--- src/rtl/lsuPkg.sv ---
`default_nettype none

package lsuPkg;

	//////////////////////////////////////////////////
	// sizes and codes

	localparam int blockBits = 128; // one memory block
	localparam logic [1:0] ldStUnitCode = 2'd2; // dispatch id of this unit
	localparam logic [4:0] formatD = 5'd3; // D-form code from decode

	typedef logic [6:0] blockIndex_t; // block number within the memory

	// primary opcodes, odd ones are the update forms
	typedef enum logic [5:0] {
		opLwz = 6'd32,
		opLwzu = 6'd33,
		opLbz = 6'd34,
		opLbzu = 6'd35,
		opStw = 6'd36,
		opStwu = 6'd37,
		opStb = 6'd38,
		opStbu = 6'd39,
		opLhz = 6'd40,
		opLhzu = 6'd41,
		opLha = 6'd42, // halfword algebraic
		opLhau = 6'd43,
		opSth = 6'd44,
		opSthu = 6'd45,
		opLmw = 6'd46, // multiple forms, faulted
		opStmw = 6'd47
	} opCode_t;

	typedef enum logic [1:0] {sizeByte, sizeHalf, sizeWord} accessSize_t;

	typedef enum logic [1:0] {clearing, ready, storeRead, storeWrite} lsuState_t;

	//////////////////////////////////////////////////
	// bundles between the blocks

	typedef struct packed {
		logic isStore;
		accessSize_t size;
		logic isAlgebraic; // sign extend on load
		logic isUpdate; // effAddr goes back to ra
		blockIndex_t blockIndex;
		logic [3:0] byteOffset; // 0 is the top byte
		logic [63:0] effAddr;
		logic [63:0] storeVal;
		logic [4:0] rtAddr;
		logic [4:0] raAddr;
	} lsuReq_t;

	typedef struct packed {
		logic en;
		logic [4:0] addr;
		logic [63:0] value;
	} wbPort_t;

endpackage

`default_nettype wire
--- src/rtl/loadFormatter.sv ---
`timescale 1ns/1ps
`default_nettype none

module loadFormatter (
	input wire clock_i,
	input wire reset_i,
	input wire loadGo_i,
	input wire storeDone_i,
	input wire lsuPkg::lsuReq_t req_i,
	input wire [lsuPkg::blockBits-1:0] block_i,
	output lsuPkg::wbPort_t reg1Wb_o,
	output lsuPkg::wbPort_t reg2Wb_o
);

	localparam int top = lsuPkg::blockBits - 1;

	lsuPkg::lsuReq_t reqDly; // request lined up with read data
	logic [lsuPkg::blockBits-1:0] shifted; // addressed byte moved to the top
	logic signBit;
	logic [63:0] loadVal;

	assign shifted = block_i << {reqDly.byteOffset, 3'b000};
	assign signBit = reqDly.isAlgebraic & shifted[top];

	always_comb begin
		case (reqDly.size)
			lsuPkg::sizeByte: loadVal = {{56{signBit}}, shifted[top -: 8]};
			lsuPkg::sizeHalf: loadVal = {{48{signBit}}, shifted[top -: 16]};
			default: loadVal = {{32{signBit}}, shifted[top -: 32]};
		endcase
	end

	always_ff @(posedge clock_i) begin
		reqDly <= req_i; // one cycle of read latency
		reg1Wb_o.addr <= reqDly.rtAddr;
		reg1Wb_o.value <= loadVal;
		reg2Wb_o.addr <= reqDly.raAddr;
		reg2Wb_o.value <= reqDly.effAddr; // update forms write back the EA
		if (reset_i) begin
			reg1Wb_o.en <= 1'b0;
			reg2Wb_o.en <= 1'b0;
		end else begin
			reg1Wb_o.en <= loadGo_i;
			reg2Wb_o.en <= (loadGo_i || storeDone_i) && reqDly.isUpdate;
		end
	end

endmodule

`default_nettype wire

--- config.mk ---
export PLATFORM = sky130hd
export DESIGN_NAME = loadFormatter
export DESIGN_NICKNAME = d
export VERILOG_FILES = /design/src/rtl/lsuPkg.sv /design/src/rtl/loadFormatter.sv
export SDC_FILE = /design/constraint.sdc
export NUM_CORES = 1
export LEC_CHECK = 0
export BUFFER_PORTS_ARGS = -buffer_cell sky130_fd_sc_hd__buf_2
export CAP_MARGIN = 15
export CORE_AREA = 8 8 157 159
export CTS_CLUSTER_SIZE = 12
export DETAILED_ROUTE_END_ITERATION = 6
export DIE_AREA = 0 0 165 167
export PLACE_DENSITY = 0.66
export REMOVE_ABC_BUFFERS = 1
export SLEW_MARGIN = 15
export SYNTH_ARGS = -nofsm -noshare
export SYNTH_HDL_FRONTEND = slang
export SYNTH_SLANG_ARGS = --single-unit
--- constraint.sdc ---
create_clock -name clock_i -period 4.5 [get_ports clock_i]
set_input_delay 0.225 -clock clock_i [delete_from_list [all_inputs] [get_ports clock_i]]
set_output_delay 0.225 -clock clock_i [all_outputs]
set_load 0.1 [all_outputs]
==> results of run 1 <==
## flip-flops by register name, indices dropped and copies added, names as in the netlist
name,count
reqDly,82
reg2Wb_o,70
reg1Wb_o,39
## Yosys cell counts, drive strengths merged (2+ instances only)
cell | n | area [um^2]
a211oi | 8 | 95.1
a21o | 15 | 113
a21oi | 31 | 155
a221o | 7 | 70.1
a221oi | 7 | 61.3
a311oi | 8 | 76.3
a31oi | 7 | 43.8
a32o | 2 | 20.0
and2 | 8 | 50.1
buf | 70 | 553
clkbuf | 14 | 52.6
clkinv | 2 | 7.51
dfxtp | 191 | 3820
inv | 3 | 11.3
mux2i | 94 | 941
mux4 | 35 | 800
nand2 | 79 | 297
nand3 | 9 | 45.0
nand3b | 8 | 60.1
nor2 | 4 | 15.0
nor2b | 4 | 25.0
nor3 | 2 | 15.0
o211ai | 8 | 60.1
o21ai | 25 | 125
o221a | 7 | 78.8
o221ai | 16 | 140
## repair_timing
action | in CTS | in global routing
hold buffers | 83 | 0
resized for setup | 0 | 0
hold endpoints to repair | 84 | 0
## final cells by class
cell class,count,area [um^2],share of cell area (%)
inverter,5,18.8,0.172
timing repair buffer,445,2690,24.6
tap,285,357,3.27
clock inverter,15,228,2.09
sequential,191,3830,35.1
multi-input combinational,392,3360,30.8
antenna,1,2.50,0.0229
clock buffer,17,425,3.90
## logic make-up (layout without fill, tap and decap cells)
kind of cell           after synthesis  in the layout  synth area share (%)
and+or+nand+nor                    119            119                  6.96
AOI/OAI and AO/OA                  144            144                  13.7
muxes                              129            129                  22.3
DFF                                191            191                  49.0
buffers and inverters               89            482                  8.01
other                                0              1                     0
## routing by layer
layer	vias to the layer above	routed length (um)	global-route usage [%]	share of wire [%]
met5	-	27	0	0.099
li1	3213	-	-	-
met2	346	13400	32.6	49
met3	41	2170	4.34	7.9
met4	4	607	6.47	2.2
met1	3153	11200	23.1	41
## power by group
| group | switching [W] | leakage, nW | internal, W |
|---|---|---|---|
| Clock | 0.000798 | 0.314 | 0.000790 |
| Combinational | 0.00105 | 3.24 | 0.000355 |
| Sequential | 0.0000591 | 1.61 | 0.00180 |
| Total | 0.00191 | 5.17 | 0.00295 |
## stage by stage
| step | hold WS, ps | instance area (um^2) | cells | util, % | worst slack [ps] |
|---|---|---|---|---|---|
| after floorplan | 253 | 7190 | 588 | - | -16600 |
| after CTS | 50.4 | 10900 | 1350 | 49.1 | 1380 |
| after global routing | 62.2 | 10900 | 1351 | 49.1 | 1230 |
| after detailed placement | 312 | 9430 | 1235 | 42.4 | 1400 |
| after global placement | 310 | 9430 | 1235 | 42.4 | 1410 |
| final | 52.7 | 10900 | 1351 | 49.1 | 1400 |
## worst max-delay path by stage
stage | from | to | slack (ps)
6_report | reqDly[141]$_DFF_P_ | reg1Wb_o[12]$_DFF_P_ | 1400
3_3_place_gp | reqDly[141]$_DFF_P_ | reg1Wb_o[12]$_DFF_P_ | 1410
4_1_cts | reqDly[141]$_DFF_P_ | reg1Wb_o[12]$_DFF_P_ | 1380
3_5_place_dp | reqDly[141]$_DFF_P_ | reg1Wb_o[12]$_DFF_P_ | 1400
2_1_floorplan | reg1Wb_o[32]$_DFF_P_ | reg1Wb_o[32] | -16600
5_1_grt | reqDly[141]$_DFF_P_ | reg1Wb_o[12]$_DFF_P_ | 1230
==> results.md, run 1 <==
- For this run, asynchronously set or reset flops after synthesis account for 0%.
- The later pin in the worst-skew pair is clocked with a latency of 430 ps.
- The post-route clock period utilization is 68.9%.
- The number of iterations in the first detailed-routing pass is 5.
- The beginning of the worst hold path is loadGo_i.
- The number of clock buffers added by TritonCTS is 17.
- Input and output buffers added on the ports amount to 353.
- The number of core rows is 55.
- The slew at the pin with the worst max-slew slack is 949 ps.
- The vias per cell is 5.00.
- The number of flops mapped to enable cells by yosys is 0.
- The share of synthesized area occupied by flip-flops and latches is 49.0%.
- STA classifies the critical path endpoint as a register.
- For the worst flop-to-flop path, the logic depth is 5.
- Setup slack on the worst reg-to-reg path comes out at 1400 ps.
- Grouping stages by cell kind, the critical path spends the most delay in simple AND/OR/NAND/NOR gates.
- TritonCTS built the clock tree.
- The final period demand of the worst path is 3100 ps.
- The number of distinct standard cells referenced by the synthesized netlist is 44.
- Among all flip-flop cells after synthesis, the most frequent one is sky130_fd_sc_hd__dfxtp_1.
- The ratio of cells with drive above 1 in the final layout is 41.6%.
- The floorplan step defined a die boundary enclosing 27600 um^2.
- The global routing usage summed across all routing layers is 19.1%.
- After clock tree synthesis, the clock-pin slew on the worst setup and hold paths is 80 ps.
- On the critical path, the stage with the largest delay is an instance of sky130_fd_sc_hd__nor2b_2.
- The largest clock skew in the final design is 12.1 ps.
- In the layout the commonest cells are sky130_fd_sc_hd__buf_2, sky130_fd_sc_hd__dfxtp_1, sky130_fd_sc_hd__mux2i_1.
- Measured against its own limit, the worst slew margin works out to 36.8%.
- The maximum number of pins on one net before global-route repair is 63.
- The overall overflow remaining after global route is 0.
- Measured along the x axis, the die boundary spans 165 um.
- In this run the number of cells on the critical path is 5.
- The clock tree buffer depth is 2.
- The wire length of the first global-routing pass is 40900 um.
- The number of buffers inserted to repair setup after CTS is 0.
- IR analysis of the VDD net gives a maximum drop of 0.000228 V.
- Detailed placement ended at an HPWL of 20100 um.
- The growth of design area from synthesis to finish is 40.0%.
- The die is 167 um tall.
- The cell count after synthesis came out at 672.
- The filler cells instantiated in the layout total 1962.
- The worst register-to-register path ends at reg1Wb_o[12]$_DFF_P_.
- The final-report max-slew violation count is 0.
- Setup repair after global routing left no endpoint under its margin.
- Leaving out fill and tap cells, the most frequent cell in the layout is sky130_fd_sc_hd__buf_2.
- The maximum clock frequency is 322 MHz.
- The number of warning messages in the yosys log is 0.
- The critical path is of the reg2reg type.
- The average instance in the mapped netlist occupies 11.6 um^2.
- STA classifies the critical path startpoint as a register.
- The end point of the most critical hold path is reg1Wb_o[69]$_SDFF_PP0_.
- The final route contains 6757 vias.
- The final hold violation count is 0.
- In this run, synthesis produced a sequential element count of 191.
- The net count of the finished layout is 1338.
- The post-detailed-route count of antenna-violating nets is 0.
- The arrival time reported for the critical path endpoint is 3470 ps.
- The initial antenna violation count is 4.
- In the final routed layout, each cell accounts on average for 20.2 um.
- The standby leakage power is 5.17 nW.
- The tool flagged a number of max-cap violations equal to 0.
- The worst hold path was traced through 2 stages.
- The worst register-to-register path begins at reqDly[141]$_DFF_P_.
- Setup violations remaining at the end of the flow were counted as 0.
- The path type of the worst min-delay path is in2reg.
- At the end of routability-driven placement, the weighted congestion stood at 0.834.
- The number of global-route vias before repair is 7188.
- The final wirelength is 27300 um.
- Power spread over the standard cell area amounts to 445 nW/um^2.
- The root cell of the clock tree is sky130_fd_sc_hd__clkbuf_16.
- The highest fanout seen on the critical path is 24.
- The signal on the critical path passes through nor2b_2 > nand2_1 > a311oi_4 > and2b_4 > a221o_1.
- The initial cell density of the core is 35.1%.
- The endpoint required time on the critical path is 4870 ps.
- For the final routed database, the setup TNS stands at 0 ps.
- The placeable core region is 22200 um^2.
- The sum of buffers and inverters on the critical path is 0.
- The critical path's largest stage delay is 840 ps.
- After layout, the design draws a total of 0.00486 W.
- The clock drives 191 sinks.
- The H-tree generated during clock tree synthesis spans 4 levels.
- The mapped netlist covers 7800 um^2.
- The top-level port count is 426.
- The flow ran to the end, and the final reports show no timing, DRC or antenna violations.
- The DRC violation count after routing is 0.
- For this block, the initial DRC count from the detailed router was 461.
(Power assumes the default switching activity.)
==> run 2, diff against run 1 <==
- CORE_AREA: 8 8 157 159 -> 8 8 158 160
- DIE_AREA: 0 0 165 167 -> 0 0 166 168
- PLACE_DENSITY: 0.66 -> 0.68
- clock period: 4.5 -> 2.6 ns (I/O delays scaled with it)
==> run 2 against run 1 <==
Sequential share of layout area fell by 0.57 points; fmax rose by 34%; hold slack improved by 60 ps; sequential power rose by 73%; clock-buffer cell count did not move; design area rose by 1.7%; die area rose by 1.2%; largest cell class unchanged; largest power group unchanged; highest routed layer is now met4.
==> results.md, run 2 (synthesis results as in run 1) <==
- The final period demand of the worst path is 2320 ps (-782 ps).
- The die area is 27900 um^2 (+1.2%).
- The final layout net count is 1362 (+1.8%).
- The library cell contributing the largest single delay on the critical path is sky130_fd_sc_hd__dfxtp_4.
- The max-cap violation count came to 0 (unchanged).
- The average detailed-routed wire length per instance is 20.6 um (+1.9%).
- The power density over the cells is 763 nW/um^2 (+72%).
- The overall overflow remaining after global route came to 0 (unchanged).
- The root cell of the clock tree is sky130_fd_sc_hd__clkbuf_16.
- The sum of negative setup slack was 0 ps (unchanged).
- The worst-case headroom to the max-slew limit is 33.5% (-3.3 points).
- The number of diodes added for antenna fixing is 0 (-1).
- The final standard cell count with taps included and fillers excluded was 1374 (+1.7%).
- The number of iterations in the first detailed-routing pass came to 4 (-1).
- The flip-flop count of the largest register, all copies and words added came to 82 (unchanged).
- The final hold violation count is 0 (unchanged).
- The endpoint required time on the critical path is 2930 ps (-1940 ps).
- The critical path is of the reg2reg type.
- The initial antenna violation count is 0 (-4).
- The maximum clock frequency is 431 MHz (+34%).
- The final-report setup violation count came to 0 (unchanged).
- The largest registers in the layout are reqDly x82, reg2Wb_o x70, reg1Wb_o x39.
- The number of global-route vias before repair is 7271 (+1.2%).
- From synthesis to final layout, the design area changed by 42.3%.
- Walking the worst path, the cells encountered are buf_4 > mux4_2 > and2_1 > a311oi_1 > a21oi_1 > a221o_1.
- The clock tree buffer depth is 2 (unchanged).
- The DRC violation count after routing is 0 (unchanged).
- The category of the worst setup path capture point is a register.
- The vias per cell is 5.08 (+1.5%).
- The wire length of the first global-routing pass is 42200 um (+3.1%).
- The via total after detailed routing is 6976 (+3.2%).
- The highest fanout seen on the critical path is 23 (-4.2%).
- The number of buffers inserted to repair setup after CTS is 0 (unchanged).
- The worst-case vdd ir drop is 0.000439 V (+92%).
- The number of core rows is 55 (unchanged).
- The final-report max-slew violation count came to 0 (unchanged).
- The largest clock skew in the final design is 13.1 ps (+0.940 ps).
- The final weighted congestion of routability-driven global placement is 0.866 (+3.7%).
- The die boundary height is 168 um (+0.60%).
- The post-route clock period utilization is 89.2% (+20 points).
- The HPWL after detailed placement is 21100 um (+5.1%).
- The ratio of cells with drive above 1 in the final layout came to 42.7% (+1.1 points).
- The arrival time reported for the critical path endpoint was 2650 ps (-820 ps).
- The nature of the critical path startpoint is a register.
- The number of clock sinks is 191 (unchanged).
- The library cell used most frequently in the layout, excluding fill and tap cells, is sky130_fd_sc_hd__buf_2.
- The global routing usage summed across all routing layers came to 19.4% (+0.35 points).
- The sum of buffers and inverters on the critical path came to 1 (+1).
- The placeable core region is 22400 um^2 (+0.62%).
- The final wirelength is 28300 um (+3.6%).
- The total CTS buffers was 17 (unchanged).
- The width of the chip is 166 um (+0.61%).
- The post-detailed-route count of antenna-violating nets came to 0 (unchanged).
- The critical path's largest stage delay is 630 ps (-210 ps).
- The min-delay analysis places its worst path in the category in2reg.
- The number of placed instances with taps included was 1257 (+1.8%).
- The initial cell density of the core is 34.9% (-0.22 points).
- The slew at the pin with the worst max-slew slack was 992 ps (+43.8 ps).
- The register with the most flip-flops in the final layout is reqDly.
- TritonCTS built the clock tree.
- Setup repair after global routing left no endpoint under its margin.
- The top-level port count is 426 (unchanged).
- Among cell families on the critical path, the largest total delay comes from compound AO/OA/AOI/OAI gates.
- The maximum number of pins on one net before global-route repair is 57 (-9.5%).
- The flow ran to the end, and the final reports show no timing, DRC or antenna violations.
- The number of H-tree levels came to 4 (unchanged).
- The standby leakage power is 5.28 nW (+2.2%).
- The number of buffer cells added on primary ports was 353 (unchanged).
- The worst-skew pair later-pin latency is 430 ps (about the same).
- In the layout the commonest cells are sky130_fd_sc_hd__buf_2, sky130_fd_sc_hd__dfxtp_1, sky130_fd_sc_hd__mux2i_1.
- The CTS clock-pin slew for the worst setup and hold paths is 90 ps (about the same).
- The count of routing violations after the opening detailed-route iteration is 520 (+13%).
[run 2: path summary, 6_finish.rpt]
path	from	to	slack [ps]	cells past startpoint
max	reqDly[138]$_DFF_P_	reg1Wb_o[12]$_DFF_P_	280	6
min reg2reg	reqDly[103]$_DFF_P_	reg2Wb_o[29]$_DFF_P_	320	0
max reg2reg	reqDly[138]$_DFF_P_	reg1Wb_o[12]$_DFF_P_	280	6
min	block_i[7]	reg1Wb_o[7]$_DFF_P_	110	4
[run 2: layout make-up]
| cell class | count | area, um^2 |
|---|---|---|
| Clock inverter | 15 | 226 |
| Inverter | 5 | 18.8 |
| Clock buffer | 17 | 425 |
| Timing Repair Buffer | 469 | 2880 |
| Fill cell | 1982 | 11300 |
| Sequential cell | 191 | 3830 |
| Multi-Input combinational cell | 392 | 3360 |
| Tap cell | 285 | 357 |
[run 2: report_power, final]
part	switching, W	internal, W
sequential	0.0000941	0.00312
clock	0.00141	0.00137
combinational	0.00184	0.000638
[run 2: metal layers]
metal	wire (um)	share of wire, %	track usage [%]
met1	11100	39	22.0
met2	14100	50	34.0
met4	595	2.1	6.60
met5	0	0	0
met3	2520	8.9	6.31
[run 2: what timing repair did]
item	in CTS	in global routing
hold buffers	85	0
gates resized for setup	0	0
endpoints found under the hold margin	84	0
[run 2: per-stage QoR]
| step | hold WS [ps] | power, W | setup slack (ps) | area [um^2] | utilization, % |
|---|---|---|---|---|---|
| floorplan | 158 | 0.00498 | -18410 | 7190 | - |
| global placement | 232 | 0.00563 | 306 | 9600 | 42.9 |
| detailed placement | 234 | 0.00565 | 295 | 9600 | 42.9 |
| CTS | 84.9 | 0.00853 | 294 | 11100 | 49.6 |
| global route | 134 | 0.00877 | 196 | 11100 | 49.6 |
| finish | 113 | 0.00847 | 280 | 11100 | 49.6 |
[run 2: worst min-delay path, cell delays in order]
cell and delay, ps:
sky130_fd_sc_hd__buf_2 120, sky130_fd_sc_hd__a32o_1 130, sky130_fd_sc_hd__o21ai_1 70, sky130_fd_sc_hd__o221ai_1 60
